--- src/hdl/rom_map_pkg.sv ---
// ROM map constants: SDRAM region bases, default region sizes, download index codes
package rom_map_pkg;

	// Byte address into the 128 MB SDRAM space
	typedef logic [26:0] sdram_addr_t;

	////////////////////////////////////////////////////////////////////////////
	// Region bases
	////////////////////////////////////////////////////////////////////////////

	// 68k program and theme share the low bank area
	localparam sdram_addr_t M68K_BASE    = 27'h000_0000;
	localparam sdram_addr_t THEME_BASE   = 27'h010_0000;

	// Graphics data sits higher up, tiles first then sprites
	localparam sdram_addr_t TILES_BASE   = 27'h100_0000;
	localparam sdram_addr_t SPRITES_BASE = 27'h120_0000;

	////////////////////////////////////////////////////////////////////////////
	// Region sizes in the download stream
	////////////////////////////////////////////////////////////////////////////

	// These are defaults only, the top level can override them per title
	localparam int unsigned M68K_BYTES    = 384 * 1024;
	localparam int unsigned THEME_BYTES   = 512 * 1024;
	localparam int unsigned TILES_BYTES   = 1024 * 1024;
	localparam int unsigned SPRITES_BYTES = 2048 * 1024;

	// The stream carries the regions back to back in this order:
	// 68k program, theme, tiles, sprites
	// Anything past the sprites belongs to on-chip ROMs that are not handled here

	////////////////////////////////////////////////////////////////////////////
	// Download index codes
	////////////////////////////////////////////////////////////////////////////

	// Index 0 is the ROM image itself
	localparam logic [15:0] IDX_ROM   = 16'd0;

	// Index 1 carries the title number in its low nibble
	localparam logic [15:0] IDX_TITLE = 16'd1;

	// Index 254 carries the DIP switch bytes
	localparam logic [15:0] IDX_DIPS  = 16'd254;

endpackage
--- src/hdl/bus_pkg.sv ---
// Bus structures: host download word, memory request, client read request and read word
package bus_pkg;

	////////////////////////////////////////////////////////////////////////////
	// Host download side
	////////////////////////////////////////////////////////////////////////////

	// One 16-bit word from the host, with its stream index and byte address
	// The byte address steps by two because the host runs in wide mode
	typedef struct packed {
		logic [15:0]              index;
		rom_map_pkg::sdram_addr_t addr;
		logic [15:0]              data;
	} dl_word_t;

	////////////////////////////////////////////////////////////////////////////
	// Memory side
	////////////////////////////////////////////////////////////////////////////

	// Request towards the memory port
	// At most one of rd and wr is set, and the request is held until mem_ready
	typedef struct packed {
		logic                     rd;
		logic                     wr;
		rom_map_pkg::sdram_addr_t addr;
		logic [15:0]              wdata;
	} mem_req_t;

	////////////////////////////////////////////////////////////////////////////
	// Read clients
	////////////////////////////////////////////////////////////////////////////

	// Read request from a client port, already turned into an SDRAM byte address
	typedef struct packed {
		rom_map_pkg::sdram_addr_t addr;
	} rd_req_t;

	// Two consecutive 16-bit words, the addressed one in the low half
	typedef logic [31:0] rd_data_t;

endpackage

--- src/hdl/game_top.sv ---
`timescale 1ns/1ps
// Game top level: download decoder, four ROM read ports and the SDRAM arbiter
module game_top #(
	parameter int unsigned M68K_BYTES    = rom_map_pkg::M68K_BYTES,
	parameter int unsigned THEME_BYTES   = rom_map_pkg::THEME_BYTES,
	parameter int unsigned TILES_BYTES   = rom_map_pkg::TILES_BYTES,
	parameter int unsigned SPRITES_BYTES = rom_map_pkg::SPRITES_BYTES
) (
	input  logic              clk_sys,
	input  logic              rst,

	// Host download stream
	input  bus_pkg::dl_word_t dl_word,
	input  logic              dl_wr,
	output logic              dl_wait,
	output logic [23:0]       dip_sw,
	output logic [3:0]        title_no,

	// 68k program words
	input  logic              m68k_req,
	input  logic [17:0]       m68k_addr,
	output logic              m68k_ack,
	output logic [15:0]       m68k_data,

	// Sprite data
	input  logic              spr_req,
	input  logic [18:0]       spr_addr,
	output logic              spr_ack,
	output logic [31:0]       spr_data,

	// Tile data
	input  logic              tile_req,
	input  logic [17:0]       tile_addr,
	output logic              tile_ack,
	output logic [31:0]       tile_data,

	// Theme data
	input  logic              theme_req,
	input  logic [17:0]       theme_addr,
	output logic              theme_ack,
	output logic [31:0]       theme_data,

	// Memory port
	output bus_pkg::mem_req_t mem_req,
	input  logic              mem_ready,
	input  bus_pkg::rd_data_t mem_rdata
);
	import rom_map_pkg::*;
	import bus_pkg::*;

	// Arbiter slots, in priority order
	localparam int RD_M68K  = 0;
	localparam int RD_SPR   = 1;
	localparam int RD_TILE  = 2;
	localparam int RD_THEME = 3;

	logic              wr_valid;
	mem_req_t          wr_req;
	logic              wr_done;
	logic [3:0]        rd_valid;
	rd_req_t [3:0]     rd_req;
	logic [3:0]        grant_done;
	rd_data_t          rd_data;

	download_decoder #(
		.M68K_BYTES    (M68K_BYTES),
		.THEME_BYTES   (THEME_BYTES),
		.TILES_BYTES   (TILES_BYTES),
		.SPRITES_BYTES (SPRITES_BYTES)
	) u_decoder (
		.clk_sys, .rst, .dl_word, .dl_wr, .dl_wait, .dip_sw, .title_no,
		.wr_valid, .wr_req, .wr_done
	);

	////////////////////////////////////////////////////////////////////////////
	// Read ports
	////////////////////////////////////////////////////////////////////////////

	// The 68k fetches single 16-bit words, the others fetch 32 bits at a time
	rom_request_port #(.data_t(logic [15:0]), .REGION_BASE(M68K_BASE)) u_m68k_port (
		.clk_sys, .rst, .req(m68k_req), .addr(sdram_addr_t'(m68k_addr)),
		.ack(m68k_ack), .data(m68k_data),
		.rd_valid(rd_valid[RD_M68K]), .rd_req(rd_req[RD_M68K]),
		.grant_done(grant_done[RD_M68K]), .rd_data
	);

	rom_request_port #(.data_t(logic [31:0]), .REGION_BASE(SPRITES_BASE)) u_spr_port (
		.clk_sys, .rst, .req(spr_req), .addr(sdram_addr_t'(spr_addr)),
		.ack(spr_ack), .data(spr_data),
		.rd_valid(rd_valid[RD_SPR]), .rd_req(rd_req[RD_SPR]),
		.grant_done(grant_done[RD_SPR]), .rd_data
	);

	rom_request_port #(.data_t(logic [31:0]), .REGION_BASE(TILES_BASE)) u_tile_port (
		.clk_sys, .rst, .req(tile_req), .addr(sdram_addr_t'(tile_addr)),
		.ack(tile_ack), .data(tile_data),
		.rd_valid(rd_valid[RD_TILE]), .rd_req(rd_req[RD_TILE]),
		.grant_done(grant_done[RD_TILE]), .rd_data
	);

	rom_request_port #(.data_t(logic [31:0]), .REGION_BASE(THEME_BASE)) u_theme_port (
		.clk_sys, .rst, .req(theme_req), .addr(sdram_addr_t'(theme_addr)),
		.ack(theme_ack), .data(theme_data),
		.rd_valid(rd_valid[RD_THEME]), .rd_req(rd_req[RD_THEME]),
		.grant_done(grant_done[RD_THEME]), .rd_data
	);

	sdram_arbiter u_arbiter (
		.clk_sys, .rst, .wr_valid, .wr_req, .wr_done,
		.rd_valid, .rd_req, .grant_done, .rd_data,
		.mem_req, .mem_ready, .mem_rdata
	);

endmodule

--- src/hdl/sdram_arbiter.sv ---
`timescale 1ns/1ps
// SDRAM arbiter: fixed-priority selection of the download write and four read ports
module sdram_arbiter (
	input  logic                   clk_sys,
	input  logic                   rst,

	// Download writer
	input  logic                   wr_valid,
	input  bus_pkg::mem_req_t      wr_req,
	output logic                   wr_done,

	// Read ports, index 0 has the highest priority
	input  logic [3:0]             rd_valid,
	input  bus_pkg::rd_req_t [3:0] rd_req,
	output logic [3:0]             grant_done,
	output bus_pkg::rd_data_t      rd_data,

	// Memory port
	output bus_pkg::mem_req_t      mem_req,
	input  logic                   mem_ready,
	input  bus_pkg::rd_data_t      mem_rdata
);

	localparam int NUM_RD = 4;

	logic       busy;
	logic       gnt_wr;
	logic [1:0] gnt_idx;
	logic       wr_pend;
	logic [3:0] rd_pend;
	logic [1:0] rd_sel;

	////////////////////////////////////////////////////////////////////////////
	// Selection
	////////////////////////////////////////////////////////////////////////////

	// A requester that was just served still shows valid for one more cycle
	// Its done pulse masks it so the same request is not granted twice
	assign wr_pend = wr_valid & ~wr_done;
	assign rd_pend = rd_valid & ~grant_done;

	// Lowest pending index wins among the reads
	always_comb begin
		rd_sel = '0;
		for (int i = NUM_RD - 1; i >= 0; i--) begin
			if (rd_pend[i])
				rd_sel = 2'(i);
		end
	end

	////////////////////////////////////////////////////////////////////////////
	// Grant and memory request
	////////////////////////////////////////////////////////////////////////////

	always_ff @(posedge clk_sys) begin
		if (rst) begin
			busy       <= 1'b0;
			mem_req.rd <= 1'b0;
			mem_req.wr <= 1'b0;
			wr_done    <= 1'b0;
			grant_done <= '0;
		end else begin
			// Done strobes last one cycle
			wr_done    <= 1'b0;
			grant_done <= '0;

			if (busy) begin
				// The request stays on the port until the memory answers
				if (mem_ready) begin
					busy       <= 1'b0;
					mem_req.rd <= 1'b0;
					mem_req.wr <= 1'b0;
					if (gnt_wr) begin
						wr_done <= 1'b1;
					end else begin
						grant_done[gnt_idx] <= 1'b1;
						rd_data             <= mem_rdata;
					end
				end
			end else if (wr_pend) begin
				// Download writes go ahead of every reader
				busy          <= 1'b1;
				gnt_wr        <= 1'b1;
				mem_req.rd    <= 1'b0;
				mem_req.wr    <= 1'b1;
				mem_req.addr  <= wr_req.addr;
				mem_req.wdata <= wr_req.wdata;
			end else if (|rd_pend) begin
				busy          <= 1'b1;
				gnt_wr        <= 1'b0;
				gnt_idx       <= rd_sel;
				mem_req.rd    <= 1'b1;
				mem_req.wr    <= 1'b0;
				mem_req.addr  <= rd_req[rd_sel].addr;
				mem_req.wdata <= '0;
			end
		end
	end

endmodule

--- src/hdl/rom_request_port.sv ---
`timescale 1ns/1ps
// ROM request port: four-phase client handshake to arbiter read request adapter
module rom_request_port #(
	parameter type                      data_t      = logic [31:0],
	parameter rom_map_pkg::sdram_addr_t REGION_BASE = '0
) (
	input  logic                     clk_sys,
	input  logic                     rst,
	input  logic                     req,
	input  rom_map_pkg::sdram_addr_t addr,
	output logic                     ack,
	output data_t                    data,
	output logic                     rd_valid,
	output bus_pkg::rd_req_t         rd_req,
	input  logic                     grant_done,
	input  bus_pkg::rd_data_t        rd_data
);
	import rom_map_pkg::*;

	// Payload width sets both the address scaling and the slice of rd_data kept
	localparam int DATA_BITS  = $bits(data_t);
	localparam int ADDR_SHIFT = $clog2(DATA_BITS / 8);

	typedef enum logic [1:0] {
		ST_IDLE,
		ST_FETCH,
		ST_ACK
	} state_t;

	state_t      state;
	sdram_addr_t byte_addr;

	// Client word address to SDRAM byte address
	assign byte_addr = REGION_BASE + (addr << ADDR_SHIFT);

	////////////////////////////////////////////////////////////////////////////
	// Handshake FSM
	////////////////////////////////////////////////////////////////////////////

	always_ff @(posedge clk_sys) begin
		if (rst) begin
			state    <= ST_IDLE;
			rd_valid <= 1'b0;
			ack      <= 1'b0;
		end else begin
			case (state)
				ST_IDLE: begin
					// A new request only rises once ack has gone low
					if (req) begin
						rd_valid <= 1'b1;
						state    <= ST_FETCH;
					end
				end
				ST_FETCH: begin
					// Data lands in the same edge that raises ack
					if (grant_done) begin
						rd_valid <= 1'b0;
						ack      <= 1'b1;
						state    <= ST_ACK;
					end
				end
				ST_ACK: begin
					if (!req) begin
						ack   <= 1'b0;
						state <= ST_IDLE;
					end
				end
				default: state <= ST_IDLE;
			endcase
		end
	end

	// Address and data registers
	always_ff @(posedge clk_sys) begin
		if (state == ST_IDLE && req)
			rd_req <= '{addr: byte_addr};
		if (state == ST_FETCH && grant_done)
			data <= data_t'(rd_data[DATA_BITS-1:0]);
	end

endmodule

--- src/hdl/download_decoder.sv ---
`timescale 1ns/1ps
// Download decoder: DIP and title capture, ROM word to SDRAM write conversion
module download_decoder #(
	parameter int unsigned M68K_BYTES    = rom_map_pkg::M68K_BYTES,
	parameter int unsigned THEME_BYTES   = rom_map_pkg::THEME_BYTES,
	parameter int unsigned TILES_BYTES   = rom_map_pkg::TILES_BYTES,
	parameter int unsigned SPRITES_BYTES = rom_map_pkg::SPRITES_BYTES
) (
	input  logic              clk_sys,
	input  logic              rst,
	input  bus_pkg::dl_word_t dl_word,
	input  logic              dl_wr,
	output logic              dl_wait,
	output logic [23:0]       dip_sw,
	output logic [3:0]        title_no,
	output logic              wr_valid,
	output bus_pkg::mem_req_t wr_req,
	input  logic              wr_done
);
	import rom_map_pkg::*;

	// Start offsets of each region in the download stream
	localparam sdram_addr_t THEME_START   = sdram_addr_t'(M68K_BYTES);
	localparam sdram_addr_t TILES_START   = sdram_addr_t'(M68K_BYTES + THEME_BYTES);
	localparam sdram_addr_t SPRITES_START = sdram_addr_t'(M68K_BYTES + THEME_BYTES
		+ TILES_BYTES);
	localparam sdram_addr_t ROM_END       = sdram_addr_t'(M68K_BYTES + THEME_BYTES
		+ TILES_BYTES + SPRITES_BYTES);

	logic        accept;
	logic        rom_hit;
	logic        rom_write;
	sdram_addr_t rom_addr;
	sdram_addr_t wr_addr;
	logic [15:0] wr_data;

	// The host is stalled for as long as a write is outstanding
	assign dl_wait = wr_valid;
	assign accept  = dl_wr & ~dl_wait;

	// Region lookup on the stream offset, in stream order
	always_comb begin
		rom_hit  = 1'b1;
		rom_addr = dl_word.addr;
		if (dl_word.addr < THEME_START) begin
			rom_addr = M68K_BASE + dl_word.addr;
		end else if (dl_word.addr < TILES_START) begin
			rom_addr = THEME_BASE + (dl_word.addr - THEME_START);
		end else if (dl_word.addr < SPRITES_START) begin
			rom_addr = TILES_BASE + (dl_word.addr - TILES_START);
		end else if (dl_word.addr < ROM_END) begin
			rom_addr = SPRITES_BASE + (dl_word.addr - SPRITES_START);
		end else begin
			// Past the last SDRAM region, taken from the host and dropped
			rom_hit = 1'b0;
		end
	end

	assign rom_write = accept && (dl_word.index == IDX_ROM) && rom_hit;

	// DIP bytes and title number
	always_ff @(posedge clk_sys) begin
		if (rst) begin
			dip_sw   <= '1;
			title_no <= 4'd1;
		end else if (accept) begin
			// Only the first four bytes of the DIP stream are meaningful
			if (dl_word.index == IDX_DIPS && dl_word.addr[26:2] == '0) begin
				if (!dl_word.addr[1])
					dip_sw[15:0] <= dl_word.data;
				else
					dip_sw[23:16] <= dl_word.data[7:0];
			end
			if (dl_word.index == IDX_TITLE)
				title_no <= dl_word.data[3:0];
		end
	end

	// Write request state, held until the arbiter reports completion
	always_ff @(posedge clk_sys) begin
		if (rst) begin
			wr_valid <= 1'b0;
		end else if (wr_valid) begin
			if (wr_done)
				wr_valid <= 1'b0;
		end else if (rom_write) begin
			wr_valid <= 1'b1;
		end
	end

	// Write address and data, loaded with the accepted ROM word
	always_ff @(posedge clk_sys) begin
		if (rom_write) begin
			wr_addr <= rom_addr;
			wr_data <= dl_word.data;
		end
	end

	assign wr_req = '{rd: 1'b0, wr: wr_valid, addr: wr_addr, wdata: wr_data};

endmodule

--- config.mk ---
export PLATFORM = sky130hd
export DESIGN_NAME = game_top
export DESIGN_NICKNAME = d
export VERILOG_FILES = /design/src/hdl/rom_map_pkg.sv /design/src/hdl/bus_pkg.sv /design/src/hdl/game_top.sv /design/src/hdl/sdram_arbiter.sv /design/src/hdl/rom_request_port.sv /design/src/hdl/download_decoder.sv
export SDC_FILE = /design/constraint.sdc
export NUM_CORES = 1
export LEC_CHECK = 0
export ABC_CLOCK_PERIOD_IN_PS = 11000
export BUFFER_PORTS_ARGS = -buffer_cell sky130_fd_sc_hd__buf_2
export CORE_MARGIN = 5
export CORE_UTILIZATION = 56
export DETAILED_ROUTE_END_ITERATION = 16
export GPL_TIMING_DRIVEN = 0
export PLACE_DENSITY = 0.94
export SYNTH_ARGS = -nofsm -noshare
export SYNTH_HDL_FRONTEND = slang
export SYNTH_HIERARCHICAL = 1
export SYNTH_SLANG_ARGS = --single-unit
--- constraint.sdc ---
create_clock -name clk_sys -period 11 [get_ports clk_sys]
set_clock_uncertainty 0.15 [all_clocks]
set_input_delay 0 -clock clk_sys [delete_from_list [all_inputs] [get_ports clk_sys]]
set_output_delay 0 -clock clk_sys [all_outputs]
set_load 0.01 [all_outputs]
==> key figures <==
Clocking
  – Root buffer cell: clkbuf_16
  – CTS tree: done
  – Worst skew pair latency: 0.53 ns
  – Clock Tree Buf Depth: 3
  – CTS sink cnt: 387
  – Post-cts resize count: 0
  – Reg clk slew, reported paths: 0.08 ns
  – Cts bufs inserted: 38
  – H-tree level count: 2

Setup path
  – Worst path required time: between 10 and 15 ns
  – Setup CP Type: in2reg
  – R2R Setup Slk: roughly 7.9 ns
  – Crit-path most repeated cell: dlygate4sd3_1
  – Largest fanout on the critical path: 4
  – RR Endpoint: u_decoder/dip_sw[3]
  – Startpoint Class: input port
  – Reg2reg path depth: 7
  – Slowest-stage cell, CP: dlygate4sd3_1
  – Crit end category: register
  – Reg2reg start: u_decoder/dl_wait
  – Cell Chain, Critical Path: dlygate4sd3_1, buf_2, or4_4, dlygate4sd3_1, nor2_1, dlygate4sd3_1, nand4_1, dlygate4sd3_1, a21oi_1, dlygate4sd3_1
  – Critical Path AT: just over 4 ns
  – Crit path largest cell delay: 0.63 ns

Floorplan
  – Die Area: between 20000 and 30000 µm²
  – Die Y: approximately 170 µm
  – IO Count: 362
  – Initial cell density of the core: 57.1%
  – Core box area: 25300 µm²
  – Row cnt: 58
  – Die Span X: 171 µm

Hold path
  – Hold path depth: 2
  – Hold crit path type: in2reg
  – Hold Startpoint: spr_addr[17]
  – WHS Endpoint: u_spr_port/rd_req[19]

Place
  – Dpl hpwl: 28.6 mm
  – DP Area: 17100 µm²
  – Port bufs: 359
  – GPL Wtd Cong: around 0.9

Detailed routing
  – Drt initial violations: 1817
  – Vias per cell: about 6
  – Per-cell routed wire length: 26.5 µm
  – TritonRoute pass-1 iters: 6
  – Antenna-violating nets left: 0
  – DRC viols: 0
  – Routed vias: 11500
  – WL final: 50.2 mm

STA
  – WHS: 0.0348 ns
  – Min Tclk post-route: approximately 3.8 ns
  – TNS Setup: 0 ns
  – Unrepaired setup endpoints after global routing: false
  – Maximum clock rate: about 0.27 GHz
  – Final Setup Violations: 0
  – Fin crit share: 34.2%
  – Hold Violations, Final: 0
  – Slew @ Worst Pin: 1.41 ns
  – Slew Limit Headroom: 6.11%
  – Max-slew violations: 0

GRT
  – Vias in the first global route: approximately 12000
  – Largest net degree at the start of global routing: 33
  – Antenna violations before repair: 2
  – Total Routing Usage GR: 33.6%
  – Met1 usage: 38.3%
  – First-pass GRT wire length: 72.6 mm
  – GRT overflow: 0
  – Grt met2 use: 56.7%
  – Top Usage Layer GRT: met2
  – Met3 usage: ~8.0%

Pwr
  – Leak pwr: 7.96 nW
  – PD cells: 173 nW/µm²
  – VDD IR max: 0.000200 V
  – Overall power: 3.53 mW

Final layout
  – Post-Layout Inst Area: 20400 µm²
  – Final nets: approximately 1700
  – Share of cells above drive strength 1: 33.5%
  – Area growth from synthesis to layout: 40.7%

Synthesis
  – Synth Area per Inst: 16.3 µm²
  – Synth Instances: 887
  – Cell area after synthesis: 14500 µm²
  – Synthesis Warnings: 6

Outcome
  – Outcome: finished clean

Job
  – Max-Cap Viols: 0
-- metal layers --
layer  share of wire [%]  up-vias
li1                    -     4683
met3                  11      287
met5                   0        -
met4                 8.0        0
met2                  49     1172
met1                  32     5373
-- critical path: cells and delay by family --
family | cells | cell delay (ns)
buffers and inverters | 6 | 3.11
AO/OA/AOI/OAI | 1 | 0.15
AND/OR/NAND/NOR | 3 | 0.81
-- worst max-delay path by stage --
stage / cells after the start / start / endpoint / slack [ns]
2_1_floorplan: 6 / u_decoder/dl_wait / u_arbiter/gnt_wr / 6.37
3_3_place_gp: 6 / u_decoder/dl_wait / u_arbiter/mem_req[31] / 4.41
3_5_place_dp: 8 / u_decoder/dl_wait / u_arbiter/mem_req[32] / 8.13
4_1_cts: 10 / dl_word[57] / u_decoder/title_no[2] / 7.48
5_1_grt: 10 / dl_word[57] / u_decoder/title_no[2] / 7.14
6_report: 10 / dl_word[57] / u_decoder/title_no[2] / 7.24
-- repair_timing --
action | CTS | global route
buffers inserted | 0 | 0
hold buffers | 178 | 0
endpoints found under the hold margin | 245 | 0
-- report_power, final --
part / internal, mW / switching (mW) / total [mW]
Clock: 0.906 / 0.584 / 1.49
Combinational: 0.150 / 0.203 / 0.353
Sequential: 1.65 / 0.0294 / 1.68
-- per-stage QoR --
step,util [%],std cells,setup slack (ns)
2_1_floorplan,-,939,6.37
3_3_place_gp,66.6,1628,4.41
3_5_place_dp,67.7,1646,8.13
4_1_cts,80.4,1894,7.48
5_1_grt,80.4,1895,7.14
6_report,80.4,1896,7.24
-- state kept, by name, summed over array words and instances, names as in the netlist, 16 cells and up --
| signal | flops |
|---|---|
| u_arbiter/mem_req | 45 |
| u_arbiter/rd_data | 32 |
| u_spr_port/data | 32 |
| u_theme_port/data | 32 |
| u_tile_port/data | 32 |
| u_decoder/wr_addr | 27 |
| u_m68k_port/rd_req | 26 |
| u_spr_port/rd_req | 25 |
| u_theme_port/rd_req | 25 |
| u_tile_port/rd_req | 25 |
| u_decoder/dip_sw | 24 |
| u_decoder/wr_data | 16 |
| u_m68k_port/data | 16 |
-- area by class of cell --
type | instances | area [µm²]
Sequential cell | 387 | 11100
Fill cell | 1182 | 4970
Timing Repair Buffer | 555 | 3800
Multi-Input combinational cell | 488 | 3270
Clock buffer | 46 | 1100
Tap cell | 330 | 413
Clock inverter | 24 | 338
Buffer | 53 | 302
Inverter | 11 | 41.3
Antenna cell | 2 | 5.00
-- cells in the final DEF (no fill, tap or decap), types with 27 or more instances in the layout --
cell / n
clkbuf_16: 43
and3_1: 30
edfxtp_1: 334
dlygate4sd3_1: 178
nor2_1: 79
conb_1: 57
clkbuf_1: 27
a211oi_1: 45
buf_2: 369
o21ai_0: 34
dfxtp_1: 53
Power figures use the tool's default switching activity.
